--- config.mk ---
export PLATFORM = sky130hd
export DESIGN_NAME = lsu_align_top
export DESIGN_NICKNAME = d
export VERILOG_FILES = /design/src/design/lsu_bus_pkg.sv /design/src/design/lsu_resp_pkg.sv /design/src/design/lsu_req_decode.sv /design/src/design/lsu_align_fsm.sv /design/src/design/lsu_outstanding_cnt.sv /design/src/design/lsu_resp_merge.sv /design/src/design/lsu_align_top.sv
export VERILOG_INCLUDE_DIRS = /design/src /design/src/design
export SDC_FILE = /design/constraint.sdc
export NUM_CORES = 1
export LEC_CHECK = 0
export BUFFER_PORTS_ARGS = -buffer_cell sky130_fd_sc_hd__buf_4
export CAP_MARGIN = 20
export CORE_AREA = 2 2 81 83
export DETAILED_ROUTE_END_ITERATION = 12
export DIE_AREA = 0 0 83 85
export GPL_TIMING_DRIVEN = 0
export PLACE_DENSITY = 0.71
export SETUP_SLACK_MARGIN = 0.2
export SLEW_MARGIN = 20
export SYNTH_ARGS = -nofsm -noshare
export SYNTH_HDL_FRONTEND = slang
export SYNTH_SLANG_ARGS = --single-unit
--- constraint.sdc ---
create_clock -name clk -period 3.2 [get_ports clk]
set_input_delay 0.64 -clock clk [delete_from_list [all_inputs] [get_ports clk]]
set_output_delay 0.64 -clock clk [all_outputs]
set_load 0.03 [all_outputs]
--- src/design/lsu_cfg.svh ---
`ifndef LSU_CFG_SVH
`define LSU_CFG_SVH

////////////////////////////////////////////////////////////
// Bus geometry
////////////////////////////////////////////////////////////

// Width of the byte address on both the core and the bus side
`define LSU_ADDR_W 32

// Width of one data word and of the response payload union
`define LSU_DATA_W 32

////////////////////////////////////////////////////////////
// Outstanding transaction tracking
////////////////////////////////////////////////////////////

// Number of bus transactions allowed in flight at once
// Any value from 1 to 7 fits the counter below
`define LSU_MAX_OUTSTANDING 2

// Counter width must hold the limit itself
`define LSU_CNT_W 3

`endif

--- src/design/lsu_bus_pkg.sv ---
`include "lsu_cfg.svh"

package lsu_bus_pkg;

  ////////////////////////////////////////////////////////////
  // Request field types
  ////////////////////////////////////////////////////////////

  // Full byte address of a request
  typedef logic [`LSU_ADDR_W-1:0] lsu_addr_t;

  // Write data and read data share one word type
  typedef logic [`LSU_DATA_W-1:0] lsu_data_t;

  // The two address bits below word granularity
  // These are the only bits that matter for the alignment check
  typedef logic [1:0] lsu_addr_lo_t;

  ////////////////////////////////////////////////////////////
  // Access size
  ////////////////////////////////////////////////////////////

  // Encoding follows the RISC-V funct3 size field of loads and stores
  // The value 2'b11 (doubleword) is not supported on this 32 bit path
  typedef enum logic [1:0] {
    SIZE_BYTE = 2'b00,
    SIZE_HALF = 2'b01,
    SIZE_WORD = 2'b10
  } lsu_size_e;

endpackage

--- src/design/lsu_resp_pkg.sv ---
`include "lsu_cfg.svh"

package lsu_resp_pkg;

  ////////////////////////////////////////////////////////////
  // Alignment checker state and status
  ////////////////////////////////////////////////////////////

  // The read and write flavours of the error are kept apart in the
  // state itself, so the kind survives the wait for outstanding traffic
  typedef enum logic [2:0] {
    ALIGN_IDLE        = 3'd0,
    ALIGN_WR_ERR_WAIT = 3'd1,
    ALIGN_RE_ERR_WAIT = 3'd2,
    ALIGN_WR_ERR_RESP = 3'd3,
    ALIGN_RE_ERR_RESP = 3'd4
  } align_state_e;

  // Status attached to every response towards the core
  typedef enum logic [1:0] {
    ALIGN_OK     = 2'b00,
    ALIGN_RE_ERR = 2'b01,
    ALIGN_WR_ERR = 2'b10
  } align_status_e;

  ////////////////////////////////////////////////////////////
  // Response payload
  ////////////////////////////////////////////////////////////

  // Error record padded to exactly one data word
  typedef struct packed {
    logic [`LSU_DATA_W-6:0]   pad;
    logic                     atomic;
    lsu_bus_pkg::lsu_size_e    size;
    lsu_bus_pkg::lsu_addr_lo_t addr_lo;
  } lsu_err_rec_t;

  // Read data on ALIGN_OK, error record on an error status
  typedef union packed {
    lsu_bus_pkg::lsu_data_t raw;
    lsu_err_rec_t           err;
  } lsu_resp_u;

endpackage

--- src/design/lsu_req_decode.sv ---
`timescale 1ns/1ns

module lsu_req_decode (
  input  lsu_bus_pkg::lsu_addr_lo_t  addr_lo_i,
  input  lsu_bus_pkg::lsu_size_e     size_i,
  input  logic                       we_i,
  input  logic                       atomic_i,
  output logic                       check_en_o,
  output logic                       misaligned_o,
  output logic                       trans_we_o,
  output lsu_resp_pkg::lsu_err_rec_t err_rec_o
);

  import lsu_bus_pkg::*;

  // Only atomics must be naturally aligned on this path
  // Ordinary loads and stores are split later, so they pass unchecked
  assign check_en_o = atomic_i;

  // Natural alignment per access size
  // A byte is always aligned, a halfword needs bit 0 clear,
  // a word needs both low bits clear
  always_comb begin
    case (size_i)
      SIZE_BYTE: misaligned_o = 1'b0;
      SIZE_HALF: misaligned_o = addr_lo_i[0];
      SIZE_WORD: misaligned_o = |addr_lo_i;
      // The unused size code counts as misaligned so an atomic with it traps
      default:   misaligned_o = 1'b1;
    endcase
  end

  // The write flag selects between a read error and a write error
  assign trans_we_o = we_i;

  // Error record shown to the core in place of read data
  // It is only latched when an error request is actually accepted
  assign err_rec_o.pad     = '0;
  assign err_rec_o.atomic  = atomic_i;
  assign err_rec_o.size    = size_i;
  assign err_rec_o.addr_lo = addr_lo_i;

endmodule

--- src/design/lsu_align_fsm.sv ---
`timescale 1ns/1ns

module lsu_align_fsm (
  input  logic                        clk,
  input  logic                        rst_n,
  input  logic                        core_valid_i,
  input  logic                        check_en_i,
  input  logic                        misaligned_i,
  input  logic                        trans_we_i,
  input  logic                        err_wait_i,
  input  logic                        bus_ready_i,
  input  logic                        cnt_full_i,
  input  logic                        idle_next_i,
  output logic                        core_ready_o,
  output logic                        bus_valid_o,
  output logic                        align_err_o,
  output logic                        err_valid_o,
  output lsu_resp_pkg::align_status_e err_status_o,
  output logic                        err_capture_o
);

  import lsu_resp_pkg::*;

  align_state_e state_q;
  align_state_e state_n;
  logic         align_err;
  logic         block_core;
  logic         block_bus;
  logic         err_ready;

  // A request violates alignment only when the check applies to it
  assign align_err = check_en_i && misaligned_i;

  ////////////////////////////////////////////////////////////
  // Next state and blocking
  ////////////////////////////////////////////////////////////

  // A misaligned atomic is consumed here and never reaches the bus
  // In wait mode the FSM holds off new traffic until every earlier
  // transaction has answered, then returns a single error response
  always_comb begin
    state_n       = state_q;
    block_core    = 1'b0;
    block_bus     = 1'b0;
    err_ready     = 1'b0;
    err_valid_o   = 1'b0;
    err_status_o  = ALIGN_OK;
    err_capture_o = 1'b0;

    case (state_q)
      ALIGN_IDLE: begin
        if (core_valid_i && align_err) begin
          // Keep it off the bus but accept it towards the core
          block_bus = 1'b1;
          err_ready = 1'b1;
          if (err_wait_i) begin
            err_capture_o = 1'b1;
            // Skip the wait when nothing will be in flight next cycle
            if (trans_we_i) begin
              state_n = idle_next_i ? ALIGN_WR_ERR_RESP : ALIGN_WR_ERR_WAIT;
            end else begin
              state_n = idle_next_i ? ALIGN_RE_ERR_RESP : ALIGN_RE_ERR_WAIT;
            end
          end
        end
      end

      ALIGN_WR_ERR_WAIT,
      ALIGN_RE_ERR_WAIT: begin
        block_core = 1'b1;
        block_bus  = 1'b1;
        // The last outstanding response arrives in this cycle
        if (idle_next_i) begin
          state_n = (state_q == ALIGN_WR_ERR_WAIT) ? ALIGN_WR_ERR_RESP : ALIGN_RE_ERR_RESP;
        end
      end

      ALIGN_WR_ERR_RESP,
      ALIGN_RE_ERR_RESP: begin
        block_core  = 1'b1;
        block_bus   = 1'b1;
        err_valid_o = 1'b1;
        err_status_o = (state_q == ALIGN_WR_ERR_RESP) ? ALIGN_WR_ERR : ALIGN_RE_ERR;
        // The core never stalls a response, so one cycle is enough
        state_n = ALIGN_IDLE;
      end

      default: begin
        state_n = ALIGN_IDLE;
      end
    endcase
  end

  always_ff @(posedge clk or negedge rst_n) begin
    if (!rst_n) begin
      state_q <= ALIGN_IDLE;
    end else begin
      state_q <= state_n;
    end
  end

  ////////////////////////////////////////////////////////////
  // Handshake outputs
  ////////////////////////////////////////////////////////////

  // A full outstanding counter stalls good requests as well
  assign bus_valid_o  = core_valid_i && !block_bus && !cnt_full_i;
  assign core_ready_o = (bus_ready_i && !block_core && !cnt_full_i) || err_ready;

  // Immediate report raised whenever a bad request is presented
  assign align_err_o = core_valid_i && align_err;

  // The error response never takes two cycles, even across a wait
  a_resp_one_cycle: assert property (@(posedge clk) disable iff (!rst_n)
    (state_q inside {ALIGN_WR_ERR_RESP, ALIGN_RE_ERR_RESP}) |=> (state_q == ALIGN_IDLE));

  // No request may leak to the bus while an error is pending
  a_no_bus_outside_idle: assert property (@(posedge clk) disable iff (!rst_n)
    (state_q != ALIGN_IDLE) |-> !bus_valid_o);

endmodule

--- src/design/lsu_outstanding_cnt.sv ---
`timescale 1ns/1ns
`include "lsu_cfg.svh"

module lsu_outstanding_cnt (
  input  logic clk,
  input  logic rst_n,
  input  logic bus_fire_i,
  input  logic bus_rvalid_i,
  output logic full_o,
  output logic idle_next_o
);

  localparam logic [`LSU_CNT_W-1:0] MAX_CNT = `LSU_MAX_OUTSTANDING;

  logic [`LSU_CNT_W-1:0] cnt_q;
  logic [`LSU_CNT_W-1:0] cnt_n;

  // Accepted bus transfers count up, responses count down
  // A transfer and a response in the same cycle cancel out
  always_comb begin
    case ({bus_fire_i, bus_rvalid_i})
      2'b10:   cnt_n = cnt_q + 1'b1;
      2'b01:   cnt_n = cnt_q - 1'b1;
      default: cnt_n = cnt_q;
    endcase
  end

  always_ff @(posedge clk or negedge rst_n) begin
    if (!rst_n) begin
      cnt_q <= '0;
    end else begin
      cnt_q <= cnt_n;
    end
  end

  // Full holds back new requests until something answers
  assign full_o = (cnt_q == MAX_CNT);

  // Nothing in flight from the next cycle on
  assign idle_next_o = (cnt_n == '0);

  a_no_inc_at_full: assert property (@(posedge clk) disable iff (!rst_n)
    full_o |-> !bus_fire_i);

  a_no_dec_at_zero: assert property (@(posedge clk) disable iff (!rst_n)
    (cnt_q == '0) |-> !bus_rvalid_i);

endmodule

--- src/design/lsu_resp_merge.sv ---
`timescale 1ns/1ns

module lsu_resp_merge (
  input  logic                        clk,
  input  logic                        rst_n,
  input  logic                        bus_rvalid_i,
  input  lsu_bus_pkg::lsu_data_t      bus_rdata_i,
  input  logic                        err_capture_i,
  input  lsu_resp_pkg::lsu_err_rec_t  err_rec_i,
  input  logic                        err_valid_i,
  input  lsu_resp_pkg::align_status_e err_status_i,
  output logic                        core_rvalid_o,
  output lsu_resp_pkg::lsu_resp_u     core_rdata_o,
  output lsu_resp_pkg::align_status_e core_status_o
);

  import lsu_resp_pkg::*;

  lsu_err_rec_t err_rec_q;

  // Hold the record of the consumed request until its response goes out
  // The core may already present a new request by then
  always_ff @(posedge clk or negedge rst_n) begin
    if (!rst_n) begin
      err_rec_q <= '0;
    end else if (err_capture_i) begin
      err_rec_q <= err_rec_i;
    end
  end

  ////////////////////////////////////////////////////////////
  // Response selection
  ////////////////////////////////////////////////////////////

  assign core_rvalid_o = bus_rvalid_i || err_valid_i;

  // The same payload word carries read data or the error record
  always_comb begin
    if (err_valid_i) begin
      core_rdata_o.err = err_rec_q;
      core_status_o    = err_status_i;
    end else begin
      core_rdata_o.raw = bus_rdata_i;
      core_status_o    = ALIGN_OK;
    end
  end

  // The FSM only responds once the bus has gone quiet
  a_no_resp_collision: assert property (@(posedge clk) disable iff (!rst_n)
    err_valid_i |-> !bus_rvalid_i);

endmodule

--- src/design/lsu_align_top.sv ---
`timescale 1ns/1ns

module lsu_align_top (
  input  logic                        clk,
  input  logic                        rst_n,
  // Core request channel
  input  logic                        core_valid_i,
  output logic                        core_ready_o,
  input  lsu_bus_pkg::lsu_addr_t      core_addr_i,
  input  lsu_bus_pkg::lsu_size_e      core_size_i,
  input  logic                        core_we_i,
  input  logic                        core_atomic_i,
  input  lsu_bus_pkg::lsu_data_t      core_wdata_i,
  // Core response
  output logic                        core_rvalid_o,
  output lsu_resp_pkg::lsu_resp_u     core_rdata_o,
  output lsu_resp_pkg::align_status_e core_status_o,
  // Error reporting mode and immediate flag
  input  logic                        core_err_wait_i,
  output logic                        core_align_err_o,
  // Bus request channel
  output logic                        bus_valid_o,
  input  logic                        bus_ready_i,
  output lsu_bus_pkg::lsu_addr_t      bus_addr_o,
  output lsu_bus_pkg::lsu_size_e      bus_size_o,
  output logic                        bus_we_o,
  output lsu_bus_pkg::lsu_data_t      bus_wdata_o,
  // Bus response
  input  logic                        bus_rvalid_i,
  input  lsu_bus_pkg::lsu_data_t      bus_rdata_i
);

  import lsu_resp_pkg::*;

  logic          check_en;
  logic          misaligned;
  logic          trans_we;
  lsu_err_rec_t  err_rec;
  logic          cnt_full;
  logic          idle_next;
  logic          err_valid;
  align_status_e err_status;
  logic          err_capture;
  logic          bus_fire;

  // Requests travel unchanged, only valid is gated
  assign bus_addr_o  = core_addr_i;
  assign bus_size_o  = core_size_i;
  assign bus_we_o    = core_we_i;
  assign bus_wdata_o = core_wdata_i;

  assign bus_fire = bus_valid_o && bus_ready_i;

  lsu_req_decode u_decode (
    .addr_lo_i    (core_addr_i[1:0]),
    .size_i       (core_size_i),
    .we_i         (core_we_i),
    .atomic_i     (core_atomic_i),
    .check_en_o   (check_en),
    .misaligned_o (misaligned),
    .trans_we_o   (trans_we),
    .err_rec_o    (err_rec)
  );

  lsu_align_fsm u_fsm (
    .clk           (clk),
    .rst_n         (rst_n),
    .core_valid_i  (core_valid_i),
    .check_en_i    (check_en),
    .misaligned_i  (misaligned),
    .trans_we_i    (trans_we),
    .err_wait_i    (core_err_wait_i),
    .bus_ready_i   (bus_ready_i),
    .cnt_full_i    (cnt_full),
    .idle_next_i   (idle_next),
    .core_ready_o  (core_ready_o),
    .bus_valid_o   (bus_valid_o),
    .align_err_o   (core_align_err_o),
    .err_valid_o   (err_valid),
    .err_status_o  (err_status),
    .err_capture_o (err_capture)
  );

  lsu_outstanding_cnt u_cnt (
    .clk          (clk),
    .rst_n        (rst_n),
    .bus_fire_i   (bus_fire),
    .bus_rvalid_i (bus_rvalid_i),
    .full_o       (cnt_full),
    .idle_next_o  (idle_next)
  );

  lsu_resp_merge u_merge (
    .clk           (clk),
    .rst_n         (rst_n),
    .bus_rvalid_i  (bus_rvalid_i),
    .bus_rdata_i   (bus_rdata_i),
    .err_capture_i (err_capture),
    .err_rec_i     (err_rec),
    .err_valid_i   (err_valid),
    .err_status_i  (err_status),
    .core_rvalid_o (core_rvalid_o),
    .core_rdata_o  (core_rdata_o),
    .core_status_o (core_status_o)
  );

endmodule

==> results.cfg, run 1 <==
[critical_path]
slowest_stage = or3b_1
worst-path-buf-inv = 1
crit_chain = or3b_1 -> nand2_2 -> a21oi_4 -> nand2_1 -> ha_2 -> inv_1 -> fa_1 -> xor2_1 -> or3_1 -> nand3_2 -> ha_1 -> a21oi_2 -> a211oi_2
path_class = reg -> reg
cp.arrival_ps = 2990
cp-start-kind = flip-flop
worstSetupEndpointType = flip-flop
cp_max_fo = 4
cp.required_ps = 3310
crit_family = simple AND/OR/NAND/NOR gates
slowest_delay_ps = 410

[cts]
path_clk_slew_ps = 50
clk_latency_ps = 230
clock-sinks = 11
cts_tree = done
clockBufferDepth = 2
cts_hold_buf = 0
root_buffer = clkbuf_8
cts_buffers = 3
cts-htree-levels = 1

[placement]
dp_hpwl_mm = 4.10
dp.cells = 395
gp_congestion = 0.756
port_buffers = 148
pre_cts_ws_ps = -32.5

[drt]
routedWlPerCell_um = 11.4
wl_mm = 4.59
drt_first_iter_violations = 14
first_pass_iters = 4
drc = 0
viasPerCell = 3.98
vias = 1604
antenna_left = 0

[floorplan]
die_x_um = 83
die_y_um = 85
die-area_um2 = 7060
num_io_pins = 211
rows = 29
initial_core_util = 0.230
core_um2 = 6200

[sta]
setup_tns_ps = 0
slew_headroom = 0.698
fin_ws_ps = 315
finalHoldViolations = 0
fin_crit_ps = 2890
tightest_slew_ps = 453
max_freq_mhz = 347
grt_setup_unrepaired = false
slew_viol_final = 0
setup_violations = 0
fin_crit_sh = 0.902
finClkSkew_ps = 2.87

[logic_synthesis]
synth_top_area_frac = 0.352
ys_top_cells_by_area = buf_4 35%, dfrtp_1 19%, and2_1 13%, mux2_4 4.2%, mux2_1 2.4%
netlist_instances = 170
synth.distinct_cells = 33
avgSynthCellArea_um2 = 8.40
ys_seq_area_frac = 0.193
synth_warnings = 0
yosys.area.top_type = buf_4
synth-seq-cells = 11
synth_area_um2 = 1430
synth_fp_nets = 279

[run_status]
outcome = finished clean

[layout]
mostFrequentLayoutCells = 219 x buf_4, 30 x and2_1, 11 x dfrtp_1, 6 x inv_1, 5 x nor2_1
n_antenna_cell = 0
synthToLayoutAreaGrowth_pct = 93.2
final_util = 0.444
final_common_cell = buf_4
layout.cells.non_filler = 403
drive_gt1_frac = 0.742
nNetsFinal = 436

[global_routing]
grt_pass1_vias = 1502
grt_usage = 0.116
grt_first_pass_wirelength_mm = 6.97
grt_max_degree = 12
overflow = 0
antenna_found_initial = 0

[power_and_ir_drop]
irDropWorstVdd_mv = 0.334
power_density_nw_per_um2 = 514
power_leakage_nw = 1.49

[hold_path]
hold_class = in -> async

[run]
drv_cap = 0
## report_power, final
group          switching (W)  internal [W]
sequential         0.0000520      0.000203
combinational       0.000559      0.000468
clock              0.0000500     0.0000873
## per-layer routing
metal	GRT usage	up-vias	wire length [µm]
met1	0.136	693	1630
met4	0.0224	0	14
met3	0.0243	2	489
met5	0	-	0
li1	-	796	-
met2	0.219	113	2460
## what timing repair did
item | CTS | global route
setup endpoints to repair | 0 | 1
resized for setup | 0 | 6
setup buffers | 0 | 4
## final cells by class
type	instances	area, µm²
Timing Repair Buffer	152	1140
Sequential cell	11	275
Buffer	71	527
Fill cell	628	3450
Tap cell	77	96.3
Clock buffer	4	45.0
Inverter	6	22.5
Multi-Input combinational cell	82	651
## final timing paths
path / slack [ps] / startpoint / depth (start not counted) / endpoint
setup / recovery: 310 / u_cnt.cnt_q[0] / 13 / u_fsm.state_q[1]
hold / removal: 230 / rst_n / 1 / u_cnt.cnt_q[0]
setup reg to reg: 310 / u_cnt.cnt_q[0] / 13 / u_fsm.state_q[1]
hold reg to reg: 460 / u_merge.err_rec_q[4] / 1 / u_merge.err_rec_q[4]
max in group asynchronous: 2810 / rst_n / 1 / u_merge.err_rec_q[4]
min in group clk: 460 / u_merge.err_rec_q[4] / 1 / u_merge.err_rec_q[4]
## cells by family after synthesis
| family | count (synthesis) | share of synthesized area |
|---|---|---|
| XOR/XNOR | 3 | 0.0184 |
| adder cells (fa/ha/maj) | 3 | 0.0315 |
| AO/OA/AOI/OAI | 13 | 0.0587 |
| multiplexers | 9 | 0.0815 |
| buffers and inverters | 77 | 0.385 |
| AND/OR/NAND/NOR | 54 | 0.232 |
| flip-flops | 11 | 0.193 |
## registers in the layout, summed over array words and instances, names as in the netlist
register	count
u_merge.err_rec_q	5
u_cnt.cnt_q	3
u_fsm.state_q	3
## cell usage after synthesis
master / instances
xnor2_1: 2
mux2_4: 4
a21oi_1: 6
xor2_1: 1
a211oi_1: 1
or2_1: 1
nand4_1: 2
dfrtp_1: 11
ha_1: 2
nor2_1: 5
nand3b_1: 1
a311o_1: 1
clkbuf_1: 2
and2_4: 1
mux2_2: 2
inv_1: 6
mux2_1: 3
o311ai_2: 1
and2_1: 30
buf_4: 67
or3b_1: 1
or3_1: 2
nor4b_2: 1
and4_1: 1
buf_6: 1
nand2_1: 3
buf_2: 1
nor3_1: 1
o21ai_0: 4
nor2b_1: 2
nand3_1: 2
fa_1: 1
nor2_2: 1
## metrics by stage
stage | hold WS [ps] | power, W | area [µm²]
final | 233 | 0.00142 | 2760
after global routing | 233 | 0.00151 | 2760
after CTS | 229 | 0.00139 | 2710
after detailed placement | 445 | 0.00124 | 2660
after global placement | 442 | 0.00123 | 2660
after floorplan | 344 | 0.000913 | 1460
No activity file was read; power rests on OpenSTA's default activity.
==> inputs of run 2 (changes only) <==
--- a/config.mk
+++ b/config.mk
@@ -6,13 +6,12 @@
 export SDC_FILE = /design/constraint.sdc
 export NUM_CORES = 1
 export LEC_CHECK = 0
-export BUFFER_PORTS_ARGS = -buffer_cell sky130_fd_sc_hd__buf_4
 export CAP_MARGIN = 20
-export CORE_AREA = 2 2 81 83
+export CORE_AREA = 2 2 82 84
 export DETAILED_ROUTE_END_ITERATION = 12
-export DIE_AREA = 0 0 83 85
+export DIE_AREA = 0 0 84 86
+export DONT_BUFFER_PORTS = 1
 export GPL_TIMING_DRIVEN = 0
-export PLACE_DENSITY = 0.71
 export SETUP_SLACK_MARGIN = 0.2
 export SLEW_MARGIN = 20
 export SYNTH_ARGS = -nofsm -noshare
==> results.cfg, run 2 (same netlist as run 1, synthesis figures left out) <==
[run_status]
outcome = finished clean

[drt]
met1_length_mm = 1.45
top_layer = met4
antenna_left = 0
wl_met3_um = 439
vias = 1105
first_pass_iters = 4
drt_first_iter_violations = 38
wl_met2_mm = 2.18
wl_mm = 4.08
viasPerCell = 4.32
drc = 0
routedWlPerCell_um = 15.9

[critical_path]
cp.required_ps = 3350
slowest_delay_ps = 420
slowest_stage = fa_2
critPathLaunch = core_size_i[0]
crit_path_frequent_cell = ha_4
cp-start-kind = input pin
worst-path-buf-inv = 1
crit_chain = o311ai_4 -> o21ai_2 -> a21oi_4 -> nand2_2 -> ha_4 -> inv_4 -> fa_2 -> nor2b_4 -> nand4_1 -> nand3_2 -> ha_4 -> a21oi_2 -> a211oi_1
path_class = in -> reg
cp.arrival_ps = 3070
crit_family = compound AO/OA/AOI/OAI gates
worstSetupEndpointType = flip-flop
r2r-start = u_fsm.state_q[1]
cp_max_fo = 4

[placement]
gp_congestion = 0.771
dp.cells = 247
port_buffers = 0
dp_hpwl_mm = 3.57

[power_and_ir_drop]
switching_power_w = 0.000638
combPwrFrac = 0.680
irDropWorstVdd_mv = 0.159
power_leakage_nw = 0.787
sw_frac_of_total = 0.511
p_int_w = 0.000610
power_density_nw_per_um2 = 731
clkPwrFrac = 0.114
power_frac_seq = 0.205

[global_routing]
grt_max_degree = 12
overflow = 0
antenna_found_initial = 0
grt_usage = 0.0935
grt_first_pass_wirelength_mm = 5.15
grt_pass1_vias = 936

[hold_path]
hold_class = in -> async

[cts]
root_buffer = clkbuf_8
cts-htree-levels = 1
clockBufferDepth = 2
clk_latency_ps = 240
cts_tree = done
cts_hold_buf = 0
cts_buffers = 3
path_clk_slew_ps = 60
clock-sinks = 11

[layout]
n_antenna_cell = 0
drive_gt1_frac = 0.575
layout.cells.non_filler = 256
largest_reg_flops = 5
mostFrequentLayoutCells = 72 x buf_4, 30 x and2_1, 11 x dfrtp_1, 5 x nor2_1, 5 x inv_1
top_register = u_merge.err_rec_q
final_common_cell = buf_4
nNetsFinal = 289
synthToLayoutAreaGrowth_pct = 19.5
final_util = 0.272
top_regs = u_merge.err_rec_q (5), u_cnt.cnt_q (3), u_fsm.state_q (3)

[floorplan]
rows = 29
initial_core_util = 0.227
core_um2 = 6280
die_y_um = 86
num_io_pins = 211
die-area_um2 = 7220
die_x_um = 84

[sta]
tightest_slew_ps = 930
grt_setup_unrepaired = true
fin_crit_sh = 0.912
slew_viol_final = 0
finalHoldViolations = 0
slew_headroom = 0.373
setup_tns_ps = 0
finClkSkew_ps = 5.61
max_freq_mhz = 343
fin_crit_ps = 2920
setup_violations = 0

[run]
drv_cap = 0
[run 2: per-stage QoR]
| stage | total power, W | setup WS [ps] | area (µm²) | hold WS, ps |
|---|---|---|---|---|
| 2_1_floorplan | 0.000913 | 206 | 1460 | 344 |
| 3_3_place_gp | 0.000993 | -17.7 | 1550 | 345 |
| 3_5_place_dp | 0.00100 | -67.4 | 1550 | 345 |
| 4_1_cts | 0.00115 | 201 | 1600 | 86.8 |
| 5_1_grt | 0.00134 | 178 | 1710 | 80.4 |
| 6_report | 0.00125 | 283 | 1710 | 92.4 |
[run 2: timing repair]
item | CTS | global route
gates resized for setup | 1 | 16
endpoints found under the setup margin | 1 | 2
pin swaps | 0 | 11
cloned | 0 | 0
setup buffers | 0 | 5
[run 2: power groups by stage]
| stage | combinational, W | sequential, W | clock [W] |
|---|---|---|---|
| floorplan | 0.000673 | 0.000239 | 0 |
| detailed placement | 0.000740 | 0.000263 | 0 |
| finish | 0.000849 | 0.000256 | 0.000142 |
| global placement | 0.000731 | 0.000262 | 0 |
| global route | 0.000914 | 0.000267 | 0.000155 |
| CTS | 0.000744 | 0.000262 | 0.000149 |
[run 2: cell type report]
| class | instances | area (µm²) |
|---|---|---|
| tap | 77 | 96.3 |
| multi-input combinational | 82 | 701 |
| inverter | 6 | 25.0 |
| clock buffer | 4 | 45.0 |
| sequential | 11 | 275 |
| fill | 670 | 4570 |
| timing repair buffer | 5 | 37.5 |
| buffer | 71 | 527 |
[run 2: worst paths after layout]
path                                        end  slack (ps)  cells after the start
max                            u_fsm.state_q[1]         280                     13
min                              u_cnt.cnt_q[2]          90                      0
max reg2reg                    u_fsm.state_q[1]         320                     13
min reg2reg                u_merge.err_rec_q[4]         460                      1
max in group asynchronous  u_merge.err_rec_q[3]        3030                      0
min in group clk           u_merge.err_rec_q[4]         460                      1
[run 2: layer usage]
| metal | track usage | up-vias |
|---|---|---|
| met2 | 0.161 | 106 |
| li1 | - | 497 |
| met5 | 0 | - |
| met4 | 0.0220 | 0 |
| met3 | 0.0346 | 2 |
| met1 | 0.111 | 500 |
==> inputs of run 3 (changes only) <==
--- a/config.mk
+++ b/config.mk
@@ -7,11 +7,12 @@
 export NUM_CORES = 1
 export LEC_CHECK = 0
 export CAP_MARGIN = 20
-export CORE_AREA = 2 2 82 84
+export CORE_AREA = 5 5 79 81
 export DETAILED_ROUTE_END_ITERATION = 12
 export DIE_AREA = 0 0 84 86
 export DONT_BUFFER_PORTS = 1
 export GPL_TIMING_DRIVEN = 0
+export HOLD_SLACK_MARGIN = 0.08
 export SETUP_SLACK_MARGIN = 0.2
 export SLEW_MARGIN = 20
 export SYNTH_ARGS = -nofsm -noshare
==> constraint.sdc (replaced) <==
create_clock -name clk -period 3.2 [get_ports clk]
set_input_delay 0 -clock clk [delete_from_list [all_inputs] [get_ports clk]]
set_output_delay 0 -clock clk [all_outputs]
set_load 0.03 [all_outputs]
==> results.cfg, run 3 (same netlist as run 1, synthesis figures left out) <==
[hold_path]
hold_depth = 3
hold_class = in -> reg

[power_and_ir_drop]
irDropWorstVdd_mv = 0.200
power_leakage_nw = 0.819
power_density_nw_per_um2 = 725

[run]
drv_cap = 0

[global_routing]
grt_first_pass_wirelength_mm = 5.78
grt_usage = 0.0996
grt_pass1_vias = 1125
grt_max_degree = 12
overflow = 0
antenna_found_initial = 0

[critical_path]
reg2reg_depth = 13
cp.arrival_ps = 3050
cp.required_ps = 3310
cp.depth = 13
cp-start-kind = flip-flop
slowest_delay_ps = 570
path_class = reg -> reg
cp_max_fo = 3
worstSetupEndpointType = flip-flop
worst-path-buf-inv = 1
crit_family = simple AND/OR/NAND/NOR gates
slowest_stage = fa_2
crit_chain = or3b_4 -> nand2_2 -> a21oi_4 -> nand2_2 -> ha_4 -> inv_2 -> fa_2 -> nand3b_1 -> or3_4 -> nand3_2 -> ha_4 -> a21oi_2 -> a211oi_2

[sta]
grt_setup_unrepaired = true
slew_viol_final = 0
fin_crit_sh = 0.919
setup_violations = 0
slew_headroom = 0.338
tightest_slew_ps = 983
setup_tns_ps = 0
finalHoldViolations = 0
fin_crit_ps = 2940
max_freq_mhz = 340
finClkSkew_ps = 3.39

[floorplan]
die_y_um = 86
num_io_pins = 211
die-area_um2 = 7220
die_x_um = 84
initial_core_util = 0.264
rows = 27
core_um2 = 5410

[cts]
root_buffer = clkbuf_8
path_clk_slew_ps = 50
clk_latency_ps = 230
cts-htree-levels = 1
clock-sinks = 11
clockBufferDepth = 2
cts_tree = done
cts_buffers = 3

[run_status]
outcome = finished clean

[drt]
drt_first_iter_violations = 17
viasPerCell = 4.51
first_pass_iters = 4
routedWlPerCell_um = 17.5
wl_mm = 4.52
drc = 0
antenna_left = 0
vias = 1167

[layout]
largest_reg_flops = 5
mostFrequentLayoutCells = 73 x buf_4, 30 x and2_1, 8 x dfrtp_1, 7 x dlygate4sd3_1
top_register = u_merge.err_rec_q
synthToLayoutAreaGrowth_pct = 24.5
final_util = 0.329
n_antenna_cell = 0
final_common_cell = buf_4
drive_gt1_frac = 0.572
nNetsFinal = 297
top_regs = u_merge.err_rec_q (5), u_cnt.cnt_q (3), u_fsm.state_q (3)

[placement]
port_buffers = 0
dp_hpwl_mm = 3.78
gp_congestion = 0.725
==> run 3: per-stage QoR <==
step / total power, W / cell area, µm² / setup slack [ps] / instances / hold slack [ps]
finish: 0.00129 / 1780 / 261 / 259 / 107
detailed placement: 0.000984 / 1520 / 58.2 / 242 / -295
global route: 0.00138 / 1780 / 93.3 / 259 / 116
floorplan: 0.000900 / 1430 / 333 / 170 / -296
CTS: 0.00115 / 1660 / 215 / 255 / 102
global placement: 0.000976 / 1520 / 87.9 / 242 / -295
==> run 3: worst paths after layout <==
kind | end | slack (ps) | startpoint
setup / recovery | u_fsm.state_q[1] | 260 | u_cnt.cnt_q[0]
hold / removal | u_cnt.cnt_q[0] | 110 | bus_ready_i
setup reg to reg | u_fsm.state_q[1] | 260 | u_cnt.cnt_q[0]
hold reg to reg | u_merge.err_rec_q[4] | 460 | u_merge.err_rec_q[4]
max in group asynchronous | u_fsm.state_q[2] | 2640 | rst_n
min in group asynchronous | u_cnt.cnt_q[2] | 180 | rst_n
==> run 3: metal layers <==
layer  track usage  up-vias  part of all wire
met1         0.105      529              0.31
met5             0        -                 0
li1              -      514                 -
met3        0.0480       10              0.13
met4        0.0234        0             0.015
met2         0.179      114              0.55
==> run 3: cell type report <==
class                      count  area, µm²
clock buffer                   4       45.0
buffer                        71        527
multi-input combinational     82        698
inverter                       6       22.5
fill                         543       3630
tap                           72       90.1
sequential                    11        279
timing repair buffer          13        115
==> run 3: worst min-delay path: stages <==
cell and delay (ps):
nand2_2 60, ha_4 180, xnor2_1 70
==> run 3: repair_timing <==
| item | 4_1_cts | 5_1_grt |
|---|---|---|
| gates resized for setup | 4 | 20 |
| hold buffers | 7 | 0 |
| setup buffers | 2 | 4 |
| endpoints found under the setup margin | 1 | 2 |
| endpoints found under the hold margin | 17 | 0 |
| pin swaps | 3 | 9 |
==> run 3: report_power, final <==
| group | total [W] | switching [W] | leakage [nW] | internal, W |
|---|---|---|---|---|
| Combinational | 0.000897 | 0.000554 | 0.668 | 0.000343 |
| Clock | 0.000136 | 0.0000490 | 0.0228 | 0.0000872 |
| Sequential | 0.000255 | 0.0000499 | 0.128 | 0.000205 |
